--- config.mk ---
export PLATFORM = sky130hd
export DESIGN_NAME = ooo_core
export DESIGN_NICKNAME = d
export VERILOG_FILES = /design/src/design/ooo_pkg.sv /design/src/design/fu_if.sv /design/src/design/alu_fu.sv /design/src/design/booth_mul_fu.sv /design/src/design/cdb_arbiter.sv /design/src/design/ooo_core.sv /design/src/design/reorder_buffer.sv
export VERILOG_INCLUDE_DIRS = /design/src /design/src/design
export SDC_FILE = /design/constraint.sdc
export NUM_CORES = 1
export LEC_CHECK = 0
export ABC_CLOCK_PERIOD_IN_PS = 4150
export BUFFER_PORTS_ARGS = -buffer_cell sky130_fd_sc_hd__buf_2
export CORE_MARGIN = 2
export CORE_UTILIZATION = 55
export CTS_CLUSTER_DIAMETER = 150
export DETAILED_ROUTE_END_ITERATION = 7
export HOLD_SLACK_MARGIN = 0.03
export PLACE_DENSITY = 0.76
export SLEW_MARGIN = 20
export SYNTH_ARGS = -nofsm -noshare
export SYNTH_HDL_FRONTEND = slang
export SYNTH_SLANG_ARGS = --single-unit
export TNS_END_PERCENT = 30
--- constraint.sdc ---
create_clock -name clk -period 4.15 [get_ports clk]
set_input_delay 0.6225 -clock clk [delete_from_list [all_inputs] [get_ports clk]]
set_output_delay 0.6225 -clock clk [all_outputs]
set_load 0.02 [all_outputs]
--- src/design/ooo_macros.svh ---
/* widths and sizes shared by the back end
   include this in any file that sizes a port, register or counter */

`ifndef OOO_MACROS_SVH
`define OOO_MACROS_SVH

// data path width
`define OOO_XLEN 32

// reorder buffer entries and the tag that names one of them
`define OOO_ROB_DEPTH 8
`define OOO_TAG_W 3

// architectural register index
`define OOO_REG_W 5

// radix-2 booth needs one step per multiplier bit
`define OOO_MUL_STEPS 32

`endif

--- src/design/ooo_pkg.sv ---
/* opcode and packet types for the back end
   referenced by scoped name from the ROB, the units and the arbiter */

`include "ooo_macros.svh"

package ooo_pkg;

    // operations accepted at dispatch
    typedef enum logic [2:0] {
        OP_ADD = 3'd0,
        OP_SUB = 3'd1,
        OP_AND = 3'd2,
        OP_XOR = 3'd3,
        OP_MUL = 3'd4
    } op_t;

    // one result broadcast on the common data bus
    typedef struct packed {
        logic                  valid;
        logic [`OOO_TAG_W-1:0] tag;
        logic [`OOO_XLEN-1:0]  value;
    } cdb_packet_t;

    // per-operation state held in the reorder buffer
    typedef struct packed {
        logic [`OOO_REG_W-1:0] rd;
        logic                  done;
        logic [`OOO_XLEN-1:0]  value;
    } rob_entry_t;

endpackage

--- src/design/fu_if.sv ---
/* dispatch and result handshakes of a functional unit
   one pair per unit with the ROB side on issue and the arbiter side on result */

`include "ooo_macros.svh"

interface fu_issue_if;
    logic                  valid;
    logic                  ready;
    logic [`OOO_TAG_W-1:0] tag;
    ooo_pkg::op_t          op;
    logic [`OOO_XLEN-1:0]  a;
    logic [`OOO_XLEN-1:0]  b;

    modport rob (output valid, output tag, output op, output a, output b, input ready);
    modport fu  (input valid, input tag, input op, input a, input b, output ready);
endinterface

interface fu_result_if;
    logic                  valid;
    logic                  ready;
    logic [`OOO_TAG_W-1:0] tag;
    logic [`OOO_XLEN-1:0]  value;

    modport fu  (output valid, output tag, output value, input ready);
    modport arb (input valid, input tag, input value, output ready);
endinterface

--- src/design/alu_fu.sv ---
/* single-cycle integer unit for ADD, SUB, AND and XOR
   the result sits in an output register until the arbiter takes it */

`include "ooo_macros.svh"

module alu_fu (
    input  logic    clk,
    input  logic    rst_n,
    fu_issue_if.fu  issue,
    fu_result_if.fu result
);
    logic                  res_valid;
    logic [`OOO_TAG_W-1:0] res_tag;
    logic [`OOO_XLEN-1:0]  res_value;
    logic [`OOO_XLEN-1:0]  alu_out;
    logic                  take;

    always_comb begin
        case (issue.op)
            ooo_pkg::OP_SUB: alu_out = issue.a - issue.b;
            ooo_pkg::OP_AND: alu_out = issue.a & issue.b;
            ooo_pkg::OP_XOR: alu_out = issue.a ^ issue.b;
            default:         alu_out = issue.a + issue.b;
        endcase
    end

    // free when empty or when the held result leaves this cycle
    assign issue.ready = !res_valid || result.ready;
    assign take        = issue.valid && issue.ready;

    always_ff @(posedge clk or negedge rst_n) begin
        if (!rst_n) begin
            res_valid <= 1'b0;
        end else if (take) begin
            res_valid <= 1'b1;
        end else if (result.ready) begin
            res_valid <= 1'b0;
        end
    end

    always_ff @(posedge clk) begin
        if (take) begin
            res_tag   <= issue.tag;
            res_value <= alu_out;
        end
    end

    assign result.valid = res_valid;
    assign result.tag   = res_tag;
    assign result.value = res_value;

endmodule

--- src/design/booth_mul_fu.sv ---
/* iterative radix-2 booth multiplier returning the low word
   one operation in flight and its result held until the arbiter takes it */

`include "ooo_macros.svh"

module booth_mul_fu (
    input  logic    clk,
    input  logic    rst_n,
    fu_issue_if.fu  issue,
    fu_result_if.fu result
);
    localparam int XLEN  = `OOO_XLEN;
    localparam int CNT_W = $clog2(`OOO_MUL_STEPS + 1);
    localparam logic [CNT_W-1:0] LAST_STEP = CNT_W'(`OOO_MUL_STEPS);

    typedef enum logic [1:0] {
        MUL_IDLE,
        MUL_RUN,
        MUL_DONE
    } mul_state_t;

    mul_state_t            state;
    logic [CNT_W-1:0]      count;
    logic [XLEN:0]         acc;
    logic [XLEN:0]         mcand;
    logic [XLEN-1:0]       mplier;
    logic                  q_m1;
    logic [`OOO_TAG_W-1:0] tag_q;
    logic [XLEN:0]         sum;
    logic                  accept;
    logic                  step;

    assign issue.ready = (state == MUL_IDLE);
    assign accept      = issue.valid && issue.ready;
    assign step        = (state == MUL_RUN) && (count != LAST_STEP);

    // ------------------------------------------------------------------
    // booth recoding of the current multiplier bit pair
    // ------------------------------------------------------------------
    always_comb begin
        case ({mplier[0], q_m1})
            2'b01:   sum = acc + mcand;
            2'b10:   sum = acc - mcand;
            default: sum = acc;
        endcase
    end

    always_ff @(posedge clk or negedge rst_n) begin
        if (!rst_n) begin
            state <= MUL_IDLE;
            count <= '0;
        end else begin
            case (state)
                MUL_IDLE: begin
                    if (accept) begin
                        state <= MUL_RUN;
                        count <= '0;
                    end
                end
                MUL_RUN: begin
                    // one extra cycle after the last step before valid
                    if (step) begin
                        count <= count + 1'b1;
                    end else begin
                        state <= MUL_DONE;
                    end
                end
                MUL_DONE: begin
                    if (result.ready) begin
                        state <= MUL_IDLE;
                    end
                end
                default: state <= MUL_IDLE;
            endcase
        end
    end

    // acc is one bit wider so that subtracting the most negative value cannot overflow
    always_ff @(posedge clk) begin
        if (accept) begin
            acc    <= '0;
            mcand  <= {issue.a[XLEN-1], issue.a};
            mplier <= issue.b;
            q_m1   <= 1'b0;
            tag_q  <= issue.tag;
        end else if (step) begin
            // arithmetic shift right of {acc, mplier, q_m1}
            acc    <= {sum[XLEN], sum[XLEN:1]};
            mplier <= {sum[0], mplier[XLEN-1:1]};
            q_m1   <= mplier[0];
        end
    end

    assign result.valid = (state == MUL_DONE);
    assign result.tag   = tag_q;
    assign result.value = mplier;

endmodule

--- src/design/cdb_arbiter.sv ---
/* puts one unit result per cycle on the common data bus
   multiplier has priority and the ALU goes when the multiplier is idle */

module cdb_arbiter (
    fu_result_if.arb             alu_res,
    fu_result_if.arb             mul_res,
    output ooo_pkg::cdb_packet_t cdb
);

    always_comb begin
        // the ROB always accepts, so the winner is taken at once
        mul_res.ready = mul_res.valid;
        alu_res.ready = alu_res.valid && !mul_res.valid;

        cdb.valid = mul_res.valid || alu_res.valid;
        if (mul_res.valid) begin
            cdb.tag   = mul_res.tag;
            cdb.value = mul_res.value;
        end else begin
            cdb.tag   = alu_res.tag;
            cdb.value = alu_res.value;
        end
    end

endmodule

--- src/design/ooo_core.sv ---
/* top level of the out-of-order back end
   dispatch in with resolved operands, in-order commit out */

`include "ooo_macros.svh"

module ooo_core (
    input  logic                  clk,
    input  logic                  rst_n,
    input  logic                  issue_valid,
    output logic                  issue_ready,
    input  ooo_pkg::op_t          issue_op,
    input  logic [`OOO_REG_W-1:0] issue_rd,
    input  logic [`OOO_XLEN-1:0]  issue_a,
    input  logic [`OOO_XLEN-1:0]  issue_b,
    output logic                  commit_valid,
    output logic [`OOO_REG_W-1:0] commit_rd,
    output logic [`OOO_XLEN-1:0]  commit_value
);

    // rob to unit dispatch channels
    fu_issue_if  alu_issue_if ();
    fu_issue_if  mul_issue_if ();

    // unit to arbiter result channels
    fu_result_if alu_result_if ();
    fu_result_if mul_result_if ();

    ooo_pkg::cdb_packet_t cdb;

    reorder_buffer rob (
        .clk,
        .rst_n,
        .issue_valid,
        .issue_ready,
        .issue_op,
        .issue_rd,
        .issue_a,
        .issue_b,
        .alu_issue    (alu_issue_if.rob),
        .mul_issue    (mul_issue_if.rob),
        .cdb,
        .commit_valid,
        .commit_rd,
        .commit_value
    );

    alu_fu alu (
        .clk,
        .rst_n,
        .issue  (alu_issue_if.fu),
        .result (alu_result_if.fu)
    );

    // booth multiplier with one operation at a time
    booth_mul_fu mul (
        .clk,
        .rst_n,
        .issue  (mul_issue_if.fu),
        .result (mul_result_if.fu)
    );

    cdb_arbiter arb (
        .alu_res (alu_result_if.arb),
        .mul_res (mul_result_if.arb),
        .cdb
    );

endmodule

--- src/design/reorder_buffer.sv ---
/* circular reorder buffer that hands out tags, steers dispatch to a unit,
   records CDB results by tag and retires them in program order */

`include "ooo_macros.svh"

module reorder_buffer (
    input  logic                  clk,
    input  logic                  rst_n,
    input  logic                  issue_valid,
    output logic                  issue_ready,
    input  ooo_pkg::op_t          issue_op,
    input  logic [`OOO_REG_W-1:0] issue_rd,
    input  logic [`OOO_XLEN-1:0]  issue_a,
    input  logic [`OOO_XLEN-1:0]  issue_b,
    fu_issue_if.rob               alu_issue,
    fu_issue_if.rob               mul_issue,
    input  ooo_pkg::cdb_packet_t  cdb,
    output logic                  commit_valid,
    output logic [`OOO_REG_W-1:0] commit_rd,
    output logic [`OOO_XLEN-1:0]  commit_value
);
    localparam int TAG_W = `OOO_TAG_W;
    localparam int CNT_W = `OOO_TAG_W + 1;
    localparam logic [TAG_W-1:0] LAST_IDX = TAG_W'(`OOO_ROB_DEPTH - 1);
    localparam logic [CNT_W-1:0] DEPTH    = CNT_W'(`OOO_ROB_DEPTH);

    ooo_pkg::rob_entry_t entries [`OOO_ROB_DEPTH];

    logic [TAG_W-1:0] head;
    logic [TAG_W-1:0] tail;
    logic [CNT_W-1:0] count;
    logic             full;
    logic             is_mul;
    logic             unit_ready;
    logic             accept;

    // ------------------------------------------------------------------
    // dispatch steering
    // ------------------------------------------------------------------
    assign full       = (count == DEPTH);
    assign is_mul     = (issue_op == ooo_pkg::OP_MUL);
    assign unit_ready = is_mul ? mul_issue.ready : alu_issue.ready;
    assign issue_ready = !full && unit_ready;
    assign accept     = issue_valid && issue_ready;

    // the tail tag goes out with the operation at the accepting edge
    assign alu_issue.valid = issue_valid && !full && !is_mul;
    assign alu_issue.tag   = tail;
    assign alu_issue.op    = issue_op;
    assign alu_issue.a     = issue_a;
    assign alu_issue.b     = issue_b;

    assign mul_issue.valid = issue_valid && !full && is_mul;
    assign mul_issue.tag   = tail;
    assign mul_issue.op    = issue_op;
    assign mul_issue.a     = issue_a;
    assign mul_issue.b     = issue_b;

    // ------------------------------------------------------------------
    // commit from the head entry
    // ------------------------------------------------------------------
    assign commit_valid = (count != '0) && entries[head].done;
    assign commit_rd    = entries[head].rd;
    assign commit_value = entries[head].value;

    // allocation and CDB write never hit the same slot
    always_ff @(posedge clk) begin
        if (accept) begin
            entries[tail].rd   <= issue_rd;
            entries[tail].done <= 1'b0;
        end
        if (cdb.valid) begin
            entries[cdb.tag].done  <= 1'b1;
            entries[cdb.tag].value <= cdb.value;
        end
    end

    always_ff @(posedge clk or negedge rst_n) begin
        if (!rst_n) begin
            head  <= '0;
            tail  <= '0;
            count <= '0;
        end else begin
            if (accept) begin
                tail <= (tail == LAST_IDX) ? '0 : tail + 1'b1;
            end
            if (commit_valid) begin
                head <= (head == LAST_IDX) ? '0 : head + 1'b1;
            end
            case ({accept, commit_valid})
                2'b10:   count <= count + 1'b1;
                2'b01:   count <= count - 1'b1;
                default: count <= count;
            endcase
        end
    end

endmodule

==> flow_metrics.py <==
metrics = {
    "status": {
        "status": "finished, final reports clean",
    },
    "setup_path": {
        "crit_path_max_fanout": 4,
        "end_kind": "flop",
        "cp-start-kind": "flop",
        "worst_ep_required_time_ps": 4670,
        "r2r_end": "mul.acc[31]$_SDFFE_PP0P_",
        "crit_family": "simple AND/OR/NAND/NOR gates",
        "regToRegStartpoint": "mul.mcand[4]$_DFFE_PP_",
        "cpMaxStageDelayCell": "or3_4",
        "cp_slowest_stage_delay_ps": 400,
        "rr_worst_depth": 17,
        "path_cells": "or3_4 -> buf_6 -> nor3b_4 -> nand2b_4 -> nor3b_4 -> buf_4 -> and2_2 -> a31oi_1 -> xnor2_1 -> ha_1 -> and3_1 -> nand2_1 -> o221a_2 -> a211oi_2 -> o31a_2 -> or4_1 -> a21oi_1",
        "critical_path.most_common_cell": "nor3b_4",
        "reg2reg_slack_ps": 80,
        "critPathArrivalTime_ps": 4590,
        "cp_num_buf_inv": 2,
        "critical_path_class": "flop to flop",
    },
    "sta": {
        "holdWs_ps": 251.6,
        "setup_ws_ps": 79.67,
        "finalCriticalPeriod_ps": 4070,
        "finalSetupViolations": 0,
        "slew_viol_final": 0,
        "worst_pin_slew_ps": 991.1,
        "fin_skew_ps": 17.08,
        "rsz0062_at_grt": "yes",
        "maxSlewHeadroom": 0.3368,
        "finalCritPeriodShare": 0.9808,
        "finalHoldViolCount": 0,
        "finalSetupTns_ps": 0,
        "fmax_ghz": 0.2457,
    },
    "flow_run": {
        "max_cap_viol_count": 0,
    },
    "route": {
        "drtPass1Iterations": 5,
        "routedWlPerCell_microns": 21.16,
        "first_iter_violations": 1401,
        "drtAntennaViolNets": 0,
        "vias": 16030,
        "drc_errors": 0,
        "wirelength_microns": 56600,
        "drt-vias-per-instance": 5.991,
    },
    "global_route": {
        "grt_pass1_wl_microns": 88620,
        "track_usage": 0.2609,
        "antenna_found_initial": 9,
        "grt_max_degree": 67,
        "grt-ovfl-total": 0,
        "grt_pass1_vias": 15910,
    },
    "yosys": {
        "synthTopCellsByCount": "edfxtp_1 (398), nand2_1 (257), nor2_1 (108)",
        "synth.most_common_cell": "edfxtp_1",
        "synth-async-reset-ratio": 0.04148,
        "synth-seq-cells": 458,
        "yosysSeqAreaShare": 0.5661,
        "synth_ff_type": "edfxtp_1",
        "ys_top_cells_by_area": "edfxtp_1 (51%), mux4_2 (7.3%), ha_1 (5.7%)",
        "netlist_instances": 1864,
        "syn-cell-area_sq_um": 23400,
        "yosys_warnings": 0,
        "syn_nets": 2049,
        "netlist.top_cell.by_area": "edfxtp_1",
        "postSynthAreaPerCell_sq_um": 12.55,
        "synth_top_area_share": 0.5107,
        "synth_enable_flop_cells": 398,
        "yosysUniqueCellTypes": 80,
    },
    "cells_and_area": {
        "syn2layout_area_growth_pct": 16.51,
        "finalNetCount": 2279,
        "utilization": 0.6500,
        "drive_above_1_share": 0.2369,
        "final_cells": 2675,
    },
    "clock_network": {
        "cts_buffers": 46,
        "cts_sinks": 458,
        "clock_latency_ps": 600,
        "cts.clk_slew.worst_paths_ps": 60,
        "root_buffer": "clkbuf_16",
        "htreeDepth": 2,
        "clk_path_buf_depth": 3,
        "cts_tree": "done",
    },
    "placed_design": {
        "dp_hpwl_microns": 38830,
        "place_congestion": 0.9988,
        "port_buffers": 113,
        "dp_cells": 2580,
        "post-place-ws_ps": -350.2,
    },
    "power_and_ir_drop": {
        "switchingPower_w": 0.007244,
        "swShare": 0.3680,
        "p_leak_nw": 10.53,
        "ir_drop_mv": 0.4535,
        "seqPwrFrac": 0.343,
        "p_int_w": 0.01244,
        "combPwrFrac": 0.445,
        "clockPowerShare": 0.212,
        "powerDensity_nw_per_um2": 721.9,
    },
    "floorplan": {
        "start_util": 0.5579,
        "die_h_microns": 210.3,
        "io_pins": 114,
        "die_x_microns": 210.3,
        "fp.coreArea_sq_um": 41950,
        "num_rows": 75,
        "dieArea_sq_um": 44220,
    },
    "worst_hold_path": {
        "hp-start": "issue_a[0]",
        "worstHoldEndpoint": "mul.mcand[0]$_DFFE_PP_",
        "min_path_type": "input port to flop",
        "holdPathStages": 1,
    },
}
## kinds of logic after synthesis
| family | count (synthesis) | share of synthesized area |
|---|---|---|
| xor+xnor | 122 | 0.04566 |
| mux | 156 | 0.1097 |
| compound gates | 345 | 0.09153 |
| buf+inv | 128 | 0.02069 |
| simple gates | 545 | 0.1066 |
| fa+ha+maj | 110 | 0.05977 |
| flops | 458 | 0.5661 |
## state kept, by name, summed over array words and instances (netlist names), 4 cells and up
signal / count
rob.count: 4
mul.result.value: 32
mul.count: 6
mul.acc: 32
alu.result.value: 32
mul.mcand: 32
rob.entries: 304
## worst max path at each step
stage,end,cells after the start,from,slack [ps]
5_1_grt,mul.acc[30]$_SDFFE_PP0P_,16,mul.mcand[4]$_DFFE_PP_,-110
3_5_place_dp,alu.result.value[30]$_DFFE_PP_,22,issue_b[1],-350
3_3_place_gp,alu.result.value[30]$_DFFE_PP_,22,issue_b[0],-350
4_1_cts,mul.acc[31]$_SDFFE_PP0P_,17,mul.mcand[4]$_DFFE_PP_,0.7
2_1_floorplan,alu.result.value[19]$_DFFE_PP_,14,issue_b[1],-50
6_report,mul.acc[31]$_SDFFE_PP0P_,17,mul.mcand[4]$_DFFE_PP_,80
## cell usage in the layout, fill, tap and decap left out, types with 7 or more instances in the layout
cell type	n
clkbuf_16	46
o21ai_0	83
ha_1	106
o22ai_1	7
mux2_2	43
nand2b_1	14
nor2_1	99
buf_2	113
xnor2_1	78
a21oi_1	93
nand4_1	9
xor2_1	42
and3_1	10
a21o_1	30
edfxtp_1	398
buf_4	144
inv_1	46
nor2_4	9
and2_1	7
clkinv_1	9
nand2_1	254
nor3_1	22
dfrtp_1	17
o211ai_1	11
a211oi_1	16
clkbuf_1	17
o21a_1	14
o21ai_1	11
nand3_1	49
dfxtp_1	41
mux2i_1	36
o21bai_1	8
a31oi_1	15
nor2b_1	18
mux4_2	76
## cell type report
class | instances | area (sq um)
Tap cell | 539 | 674.4
Timing Repair Buffer | 261 | 1699
Inverter | 49 | 183.9
Multi-Input combinational cell | 1278 | 9942
Sequential cell | 458 | 13250
Clock inverter | 23 | 289.0
Clock buffer | 63 | 1215
Fill cell | 3032 | 14680
Antenna cell | 4 | 10.01
## what timing repair did
| action | CTS | global route |
|---|---|---|
| hold endpoints to repair | 19 | 0 |
| gates resized for setup | 9 | 26 |
| buffers inserted | 1 | 3 |
| hold buffers | 1 | 0 |
| setup endpoints to repair | 6 | 14 |
| cloned | 0 | 0 |
| pin swaps | 6 | 11 |
## power groups by stage
stage / Clock, W / Combinational [W] / Sequential [W]
finish: 0.00416 / 0.00876 / 0.00676
global route: 0.00440 / 0.00965 / 0.00686
CTS: 0.00423 / 0.00863 / 0.00676
detailed placement: 0 / 0.00848 / 0.00684
global placement: 0 / 0.00830 / 0.00677
floorplan: 0 / 0.00633 / 0.00661
## metal layers
layer	up-vias	routed length [microns]	track usage
met1	7930	24240	0.3578
met3	94	3288	0.03501
li1	7466	-	-
met2	530	27750	0.4370
met5	-	32	0
met4	6	1292	0.07997
## per-stage QoR
stage,cell area (sq um),total power [W]
final,27270,0.01968
after global routing,27260,0.02091
after CTS,27110,0.01962
after detailed placement,25540,0.01532
after global placement,25540,0.01507
after floorplan,23430,0.01294
(Power assumes the default switching activity.)
